File: src/design/exuCfgPkg.sv
package exuCfgPkg;

    // data and address width of the RV64 core
    localparam int RegWidth = 64;

    // fixed instruction length, no compressed set
    localparam int InstWidth = 32;

    // width the W-type operations work on
    localparam int WordWidth = 32;

endpackage

File: src/design/exuCtrlPkg.sv
package exuCtrlPkg;

    // ALU operation select
    typedef enum logic [4:0] {
        AluAdd   = 5'd0,
        AluSub   = 5'd1,
        AluSll   = 5'd2,
        AluSlt   = 5'd3,
        AluSltu  = 5'd4,
        AluXor   = 5'd5,
        AluSrl   = 5'd6,
        AluSra   = 5'd7,
        AluOr    = 5'd8,
        AluAnd   = 5'd9,
        AluCopyB = 5'd10
    } aluOp_t;

    // operand A source
    typedef enum logic {
        ASrcRs1 = 1'b0,
        ASrcPc  = 1'b1
    } aluASrc_t;

    // operand B source
    typedef enum logic [1:0] {
        BSrcRs2  = 2'd0,
        BSrcImm  = 2'd1,
        BSrcFour = 2'd2
    } aluBSrc_t;

    // unsigned compares pair AluSltu with BrLt/BrGe
    typedef enum logic [2:0] {
        BrNone = 3'd0,
        BrJal  = 3'd1,
        BrJalr = 3'd2,
        BrEq   = 3'd3,
        BrNe   = 3'd4,
        BrLt   = 3'd5,
        BrGe   = 3'd6
    } branch_t;

    // access size and sign, only passed on to the LSU
    typedef enum logic [2:0] {
        MemByte   = 3'd0,
        MemHalf   = 3'd1,
        MemWord   = 3'd2,
        MemDouble = 3'd3,
        MemByteU  = 3'd4,
        MemHalfU  = 3'd5,
        MemWordU  = 3'd6
    } memOp_t;

    // write-back source
    typedef enum logic [1:0] {
        RegSrcAlu = 2'd0,
        RegSrcMem = 2'd1,
        RegSrcCsr = 2'd2
    } regSrc_t;

endpackage

File: src/design/exuAlu.sv
`timescale 1ns/1ps

module exuAlu
    import exuCfgPkg::*, exuCtrlPkg::*;
(
    input  aluASrc_t              aluASrc_i,
    input  aluBSrc_t              aluBSrc_i,
    input  aluOp_t                aluOp_i,
    input  logic                  isTruncate_i,
    input  logic                  isSext_i,
    input  logic [RegWidth-1:0]   pc_i,
    input  logic [RegWidth-1:0]   rs1_i,
    input  logic [RegWidth-1:0]   rs2_i,
    input  logic [RegWidth-1:0]   imm_i,
    output logic [RegWidth-1:0]   aluRes_o,
    output logic                  less_o,
    output logic                  zero_o
);

    logic [RegWidth-1:0] opA;
    logic [RegWidth-1:0] opB;
    logic [RegWidth-1:0] shiftA;
    logic [RegWidth-1:0] wordASext;
    logic [RegWidth-1:0] wordAZext;
    logic [RegWidth-1:0] rawRes;
    logic [5:0]          shamt;
    logic                signedLess;
    logic                unsignedLess;

    // operand muxes
    always_comb begin
        case (aluASrc_i)
            ASrcPc:  opA = pc_i;
            default: opA = rs1_i;
        endcase
    end

    always_comb begin
        case (aluBSrc_i)
            BSrcImm:  opB = imm_i;
            BSrcFour: opB = RegWidth'(4);
            default:  opB = rs2_i;
        endcase
    end

    assign signedLess   = $signed(opA) < $signed(opB);
    assign unsignedLess = opA < opB;

    // low word of A for the W shifts
    assign wordASext = {{(RegWidth-WordWidth){opA[WordWidth-1]}}, opA[WordWidth-1:0]};
    assign wordAZext = {{(RegWidth-WordWidth){1'b0}}, opA[WordWidth-1:0]};

    always_comb begin
        if (isTruncate_i) begin
            // sra needs the word sign in the upper bits
            shiftA = (aluOp_i == AluSra) ? wordASext : wordAZext;
            shamt  = {1'b0, opB[4:0]};
        end else begin
            shiftA = opA;
            shamt  = opB[5:0];
        end
    end

    always_comb begin
        case (aluOp_i)
            AluAdd:   rawRes = opA + opB;
            AluSub:   rawRes = opA - opB;
            AluSll:   rawRes = shiftA << shamt;
            AluSlt:   rawRes = {{(RegWidth-1){1'b0}}, signedLess};
            AluSltu:  rawRes = {{(RegWidth-1){1'b0}}, unsignedLess};
            AluXor:   rawRes = opA ^ opB;
            AluSrl:   rawRes = shiftA >> shamt;
            AluSra:   rawRes = $unsigned($signed(shiftA) >>> shamt);
            AluOr:    rawRes = opA | opB;
            AluAnd:   rawRes = opA & opB;
            AluCopyB: rawRes = opB;
            default:  rawRes = '0;
        endcase
    end

    // W-type results keep the low word only
    always_comb begin
        if (!isTruncate_i) begin
            aluRes_o = rawRes;
        end else if (isSext_i) begin
            aluRes_o = {{(RegWidth-WordWidth){rawRes[WordWidth-1]}},
                        rawRes[WordWidth-1:0]};
        end else begin
            aluRes_o = {{(RegWidth-WordWidth){1'b0}}, rawRes[WordWidth-1:0]};
        end
    end

    // flags for the branch unit
    assign less_o = (aluOp_i == AluSltu) ? unsignedLess : signedLess;
    assign zero_o = (rawRes == '0);

endmodule

File: src/design/exuNextPc.sv
`timescale 1ns/1ps

module exuNextPc
    import exuCfgPkg::*, exuCtrlPkg::*;
(
    input  branch_t               branch_i,
    input  logic [RegWidth-1:0]   pc_i,
    input  logic [RegWidth-1:0]   rs1_i,
    input  logic [RegWidth-1:0]   imm_i,
    input  logic                  less_i,
    input  logic                  zero_i,
    output logic [RegWidth-1:0]   nextPc_o,
    output logic                  jump_o
);

    logic [RegWidth-1:0] pcTarget;
    logic [RegWidth-1:0] regTarget;
    logic [RegWidth-1:0] target;
    logic                taken;

    assign pcTarget  = pc_i + imm_i;
    assign regTarget = rs1_i + imm_i;

    // jalr clears bit 0 of the sum
    assign target = (branch_i == BrJalr) ? {regTarget[RegWidth-1:1], 1'b0} : pcTarget;

    always_comb begin
        case (branch_i)
            BrJal:   taken = 1'b1;
            BrJalr:  taken = 1'b1;
            BrEq:    taken = zero_i;
            BrNe:    taken = !zero_i;
            BrLt:    taken = less_i;
            BrGe:    taken = !less_i;
            default: taken = 1'b0;
        endcase
    end

    assign jump_o   = taken;
    assign nextPc_o = taken ? target : pc_i + RegWidth'(4);

endmodule

File: src/design/exuFlowCtrl.sv
`timescale 1ns/1ps

module exuFlowCtrl (
    input  logic clk_i,
    input  logic arstN_i,
    input  logic idValid_i,
    input  logic lsuReady_i,
    input  logic jumpRaw_i,
    output logic exuReady_o,
    output logic exuValid_o,
    output logic loadEn_o,
    output logic isJump_o
);

    logic slotFull;

    // free when empty or drained this cycle
    assign exuReady_o = !slotFull || lsuReady_i;
    assign loadEn_o   = idValid_i && exuReady_o;

    always_ff @(posedge clk_i or negedge arstN_i) begin
        if (!arstN_i) begin
            slotFull <= 1'b0;
        end else if (exuReady_o) begin
            slotFull <= idValid_i;
        end
    end

    assign exuValid_o = slotFull;

    // redirect only with the accepted branch
    assign isJump_o = jumpRaw_i && loadEn_o;

endmodule

File: src/design/exuPipeReg.sv
`timescale 1ns/1ps

module exuPipeReg
    import exuCfgPkg::*, exuCtrlPkg::*;
(
    input  logic                  clk_i,
    input  logic                  arstN_i,
    input  logic                  loadEn_i,
    input  logic [RegWidth-1:0]   aluRes_i,
    input  logic [RegWidth-1:0]   rs1_i,
    input  logic [RegWidth-1:0]   rs2_i,
    input  memOp_t                memOp_i,
    input  logic                  memWr_i,
    input  logic                  intrEn_i,
    input  regSrc_t               regSrc_i,
    input  logic                  regWr_i,
    input  logic [InstWidth-1:0]  inst_i,
    input  logic [RegWidth-1:0]   pc_i,
    output logic [RegWidth-1:0]   aluRes_o,
    output logic [RegWidth-1:0]   rs1_o,
    output logic [RegWidth-1:0]   rs2_o,
    output memOp_t                memOp_o,
    output logic                  memWr_o,
    output logic                  intrEn_o,
    output regSrc_t               regSrc_o,
    output logic                  regWr_o,
    output logic [InstWidth-1:0]  inst_o,
    output logic [RegWidth-1:0]   pc_o
);

    // result and LSU side-band
    always_ff @(posedge clk_i or negedge arstN_i) begin
        if (!arstN_i) begin
            aluRes_o <= '0;
            rs1_o    <= '0;
            rs2_o    <= '0;
            memOp_o  <= MemByte;
            memWr_o  <= 1'b0;
            intrEn_o <= 1'b0;
        end else if (loadEn_i) begin
            aluRes_o <= aluRes_i;
            rs1_o    <= rs1_i;
            rs2_o    <= rs2_i;
            memOp_o  <= memOp_i;
            memWr_o  <= memWr_i;
            intrEn_o <= intrEn_i;
        end
    end

    // write-back control and instruction tag
    always_ff @(posedge clk_i or negedge arstN_i) begin
        if (!arstN_i) begin
            regSrc_o <= RegSrcAlu;
            regWr_o  <= 1'b0;
            inst_o   <= '0;
            pc_o     <= '0;
        end else if (loadEn_i) begin
            regSrc_o <= regSrc_i;
            regWr_o  <= regWr_i;
            inst_o   <= inst_i;
            pc_o     <= pc_i;
        end
    end

endmodule

File: src/design/exuTop.sv
`timescale 1ns/1ps

module exuTop
    import exuCfgPkg::*, exuCtrlPkg::*;
(
    input  logic                  clk_i,
    input  logic                  arstN_i,

    // decode side
    input  logic                  idValid_i,
    output logic                  exuReady_o,
    input  logic [InstWidth-1:0]  inst_i,
    input  logic [RegWidth-1:0]   pc_i,
    input  aluASrc_t              aluASrc_i,
    input  aluBSrc_t              aluBSrc_i,
    input  aluOp_t                aluOp_i,
    input  logic                  isTruncate_i,
    input  logic                  isSext_i,
    input  logic                  regWr_i,
    input  memOp_t                memOp_i,
    input  logic                  memWr_i,
    input  logic                  intrEn_i,
    input  branch_t               branch_i,
    input  regSrc_t               regSrc_i,
    input  logic [RegWidth-1:0]   rs1_i,
    input  logic [RegWidth-1:0]   rs2_i,
    input  logic [RegWidth-1:0]   imm_i,

    // redirect toward fetch
    output logic [RegWidth-1:0]   nextPc_o,
    output logic                  isJump_o,

    // LSU side
    output logic                  exuValid_o,
    input  logic                  lsuReady_i,
    output logic [RegWidth-1:0]   aluRes_o,
    output logic                  regWr_o,
    output logic [RegWidth-1:0]   rs1_o,
    output logic [RegWidth-1:0]   rs2_o,
    output memOp_t                memOp_o,
    output logic                  memWr_o,
    output logic                  intrEn_o,
    output regSrc_t               regSrc_o,
    output logic [InstWidth-1:0]  inst_o,
    output logic [RegWidth-1:0]   pc_o
);

    logic [RegWidth-1:0] aluRes;
    logic                less;
    logic                zero;
    logic                jumpRaw;
    logic                loadEn;

    exuFlowCtrl uFlowCtrl (
        .clk_i      (clk_i),
        .arstN_i    (arstN_i),
        .idValid_i  (idValid_i),
        .lsuReady_i (lsuReady_i),
        .jumpRaw_i  (jumpRaw),
        .exuReady_o (exuReady_o),
        .exuValid_o (exuValid_o),
        .loadEn_o   (loadEn),
        .isJump_o   (isJump_o)
    );

    exuAlu uAlu (
        .aluASrc_i    (aluASrc_i),
        .aluBSrc_i    (aluBSrc_i),
        .aluOp_i      (aluOp_i),
        .isTruncate_i (isTruncate_i),
        .isSext_i     (isSext_i),
        .pc_i         (pc_i),
        .rs1_i        (rs1_i),
        .rs2_i        (rs2_i),
        .imm_i        (imm_i),
        .aluRes_o     (aluRes),
        .less_o       (less),
        .zero_o       (zero)
    );

    exuNextPc uNextPc (
        .branch_i (branch_i),
        .pc_i     (pc_i),
        .rs1_i    (rs1_i),
        .imm_i    (imm_i),
        .less_i   (less),
        .zero_i   (zero),
        .nextPc_o (nextPc_o),
        .jump_o   (jumpRaw)
    );

    exuPipeReg uPipeReg (
        .clk_i    (clk_i),
        .arstN_i  (arstN_i),
        .loadEn_i (loadEn),
        .aluRes_i (aluRes),
        .rs1_i    (rs1_i),
        .rs2_i    (rs2_i),
        .memOp_i  (memOp_i),
        .memWr_i  (memWr_i),
        .intrEn_i (intrEn_i),
        .regSrc_i (regSrc_i),
        .regWr_i  (regWr_i),
        .inst_i   (inst_i),
        .pc_i     (pc_i),
        .aluRes_o (aluRes_o),
        .rs1_o    (rs1_o),
        .rs2_o    (rs2_o),
        .memOp_o  (memOp_o),
        .memWr_o  (memWr_o),
        .intrEn_o (intrEn_o),
        .regSrc_o (regSrc_o),
        .regWr_o  (regWr_o),
        .inst_o   (inst_o),
        .pc_o     (pc_o)
    );

endmodule

File: config.mk
export PLATFORM = sky130hd
export DESIGN_NAME = exuTop
export DESIGN_NICKNAME = d
export VERILOG_FILES = /design/src/design/exuCfgPkg.sv /design/src/design/exuCtrlPkg.sv /design/src/design/exuAlu.sv /design/src/design/exuNextPc.sv /design/src/design/exuFlowCtrl.sv /design/src/design/exuPipeReg.sv /design/src/design/exuTop.sv
export SDC_FILE = /design/constraint.sdc
export NUM_CORES = 2
export LEC_CHECK = 0
export ABC_CLOCK_PERIOD_IN_PS = 8900
export BUFFER_PORTS_ARGS = -buffer_cell sky130_fd_sc_hd__buf_2
export CAP_MARGIN = 20
export CORE_MARGIN = 1.5
export CORE_UTILIZATION = 29
export DETAILED_ROUTE_END_ITERATION = 10
export GPL_ROUTABILITY_DRIVEN = 1
export GPL_TIMING_DRIVEN = 0
export SLEW_MARGIN = 10
export SYNTH_ARGS = -nofsm -noshare
export SYNTH_HDL_FRONTEND = slang
export SYNTH_SLANG_ARGS = --single-unit
File: constraint.sdc
create_clock -name clk_i -period 8.9 [get_ports clk_i]
set_clock_uncertainty 0.05 [all_clocks]
set_input_delay 0.445 -clock clk_i [delete_from_list [all_inputs] [get_ports clk_i]]
set_output_delay 0.445 -clock clk_i [all_outputs]
set_load 0.005 [all_outputs]
==> impl_metrics.py <==
metrics = {
    "cts": {
        "cts_tree": "done",
        "cts_root_buf": "clkbuf_16",
        "clkTransAtPathRegs_ns": 0.06,
        "cts_buffer_depth": 3,
        "cts_made_buffers": 37,
        "clk_latency_ns": 0.62,
        "cts.sinks": 297,
        "cts_htree_levels": 2,
    },
    "timing": {
        "finalWorstSetupSlack_ns": -0.413,
        "layout_min_cycle_time_ns": 9.31,
        "slew_headroom_pct": 6.28,
        "drv_slew": 0,
        "min_period_over_period_pct": 105,
        "setup_viol_count_final": 65,
        "fmax_mhz": 107,
        "worstMarginPinSlew_ns": 1.41,
        "final-hold-violation-count": 0,
    },
    "synthesis": {
        "ys_top_cells_by_area": "dfrtp_1 17%, nand2_1 11%, ha_1 9.5%",
        "synth_most_common_cell": "nand2_1",
        "ys_seq_elements": 297,
        "syn_avg_cell_area_um2": 6.81,
        "synth_top_area_share_pct": 17.4,
        "syn_inst": 6275,
        "synth_top_cell_by_area": "dfrtp_1",
        "synth_cell_types": 94,
        "synth_warnings": 0,
        "synth_ff_type": "dfrtp_1",
        "netlist_area_mm2": 0.0427,
        "synth.net_count": 6917,
        "synthArstFlopShare_pct": 100,
        "synthTopCellsByCount": "1,283 x nand2_1, 478 x a21oi_1, 463 x nor2_1, 455 x o21ai_0",
        "synth_edf_count": 0,
        "yosysSeqAreaShare_pct": 17.4,
    },
    "placement": {
        "gp_congestion": 1.17,
        "hpwl_mm": 328,
        "port_buffers": 673,
    },
    "floorplanning": {
        "dieArea_mm2": 0.150,
        "ios": 676,
        "fp.dieH_um": 387,
        "die_w_um": 387,
        "start_util_pct": 29.3,
        "core-area_mm2": 0.146,
        "rows": 140,
    },
    "worst_setup_path": {
        "critical-path-slowest-cell": "o211ai_1",
        "cp.arrival_ns": 8.82,
        "cp.required_ns": 8.41,
        "start_kind": "input pin",
        "crit_fanout": 10,
        "slowest_delay_ns": 0.65,
        "critPathKind": "in2out",
        "cp-end-kind": "output port",
    },
    "global_route": {
        "antenna_found_initial": 51,
        "grt_max_degree": 103,
        "grt_pass1_wl_mm": 526,
        "grt_pass1_vias": 57787,
        "gr-total-overflow": 0,
        "grt.total_usage_pct": 51.4,
    },
    "finish": {
        "post_route_cells_drive_above_1_share_pct": 19.8,
        "nNetsFinal": 7870,
        "final_core_util_pct": 37.9,
        "area_growth_pct": 29.3,
    },
    "route": {
        "ant_nets": 0,
        "vias_per_cell": 6.71,
        "dr.pass1.iters": 9,
        "vias": 61745,
        "avgRoutedWirePerCell_um": 43.6,
        "totalWireLength_mm": 402,
        "drc": 0,
        "drtIter0Drc": 8759,
    },
    "power_and_ir_drop": {
        "power_per_cell_area_mw_per_mm2": 171,
        "peakVddDrop_v": 0.000134,
        "p_total_mw": 9.43,
        "cellLeakagePower_nw": 25.0,
    },
    "outcome": {
        "status": "complete, but fails checks",
        "violations": "setup timing",
    },
    "run": {
        "drv_cap": 0,
    },
    "worst_hold_path": {
        "hold_class": "in2reg",
    },
}
## cells by family after synthesis
group	count (synthesis)	share of synthesized area [%]
and+or+nand+nor	2543	26.2
muxes	228	5.55
buffers and inverters	642	5.91
AOI/OAI and AO/OA	2017	30.7
adders and majority gates	329	9.70
xor gates and xnor gates	219	4.49
DFF	297	17.4
## state kept, by name, indices dropped and copies added (netlist names)
register	cells
uFlowCtrl.exuValid_o	1
uPipeReg.aluRes_o	64
uPipeReg.inst_o	32
uPipeReg.intrEn_o	1
uPipeReg.memOp_o	3
uPipeReg.memWr_o	1
uPipeReg.pc_o	64
uPipeReg.regSrc_o	2
uPipeReg.regWr_o	1
uPipeReg.rs1_o	64
uPipeReg.rs2_o	64
## worst max-delay path, delay by kind of cell
| family | cells | cell delay [ns] |
|---|---|---|
| buffers and inverters | 11 | 2.90 |
| AO/OA/AOI/OAI | 7 | 2.61 |
| AND/OR/NAND/NOR | 7 | 2.14 |
| multiplexers | 1 | 0.37 |
| adder cells (fa/ha/maj) | 1 | 0.24 |
## through the flow
step	area [um^2]	hold WS, ns	instances	setup TNS, ns	worst slack [ns]
floorplan	42700	0.0994	6275	0	0.615
global placement	48500	0.402	8865	-722.90	-8.53
detailed placement	50100	0.276	8978	-439.02	-5.87
CTS	54600	0.00155	9152	0	0.00106
global route	55200	0.00479	9182	-0.0429	-0.0143
finish	55300	0.00126	9206	-18.92	-0.413
## timing repair
item / 4_1_cts / 5_1_grt
resized for setup: 544 / 103
endpoints found under the setup margin: 112 / 65
setup buffers: 59 / 9
pin swaps: 47 / 27
hold buffers: 57 / 0
gates cloned: 0 / 1
hold endpoints to repair: 118 / 0
## path summary, 6_finish.rpt
kind / from / end / slack (ns) / cells past startpoint
worst max-delay path: aluBSrc_i[0] / nextPc_o[34] / -0.41 / 27
min in group asynchronous: arstN_i / uPipeReg.aluRes_o[3] / 0.18 / 2
worst min-delay path: rs2_i[9] / uPipeReg.rs2_o[9] / 0.001 / 3
worst min register to register: uPipeReg.memOp_o[1] / uPipeReg.memOp_o[1] / 0.42 / 2
worst max register to register: uFlowCtrl.exuValid_o / uPipeReg.rs2_o[34] / 5.54 / 8
max in group asynchronous: arstN_i / uPipeReg.rs2_o[37] / 7.23 / 4
## per-layer routing
layer / routed length (um) / vias up / track usage (%) / share of wire (%)
met4: 46500 / 27 / 47.7 / 12
met1: 144000 / 30321 / 59.0 / 36
met3: 49000 / 1540 / 18.1 / 12
met2: 162000 / 5073 / 74.4 / 40
li1: - / 24784 / - / -
met5: 260 / - / 0.159 / 0.065
## final cells by class
cell class              count  area, um^2
diodes                     34        85.1
plain buffers             394        2560
clock buffers              55        1130
clock inverters            11         194
fillers                 15709       90600
inverters                 236         913
multi-input cells        5336       34600
flip-flops and latches    297        7430
well taps                1917        2400
repair buffers            926        6010
## power breakdown
group	internal, mW	switching, mW	leakage (nW)
Clock	1.02	0.710	0.646
Combinational	1.74	4.31	20.7
Sequential	1.54	0.112	3.66
Total	4.29	5.14	25.0
## cells in the final DEF, fill, tap and decap left out, types with 79 or more instances in the layout
cell type  instances
buf_2            698
o21ai_0          412
nor2_1           448
inv_1            220
clkbuf_1         214
ha_1             316
o211ai_1         115
xnor2_1          131
o22ai_1           94
nand2_1         1276
nand3_1          259
a21o_1            98
mux2i_1          133
and3_1            79
buf_4            116
xor2_1            88
dfrtp_1          297
nor3_1           106
a21oi_1          454
(Power assumes the default switching activity.)
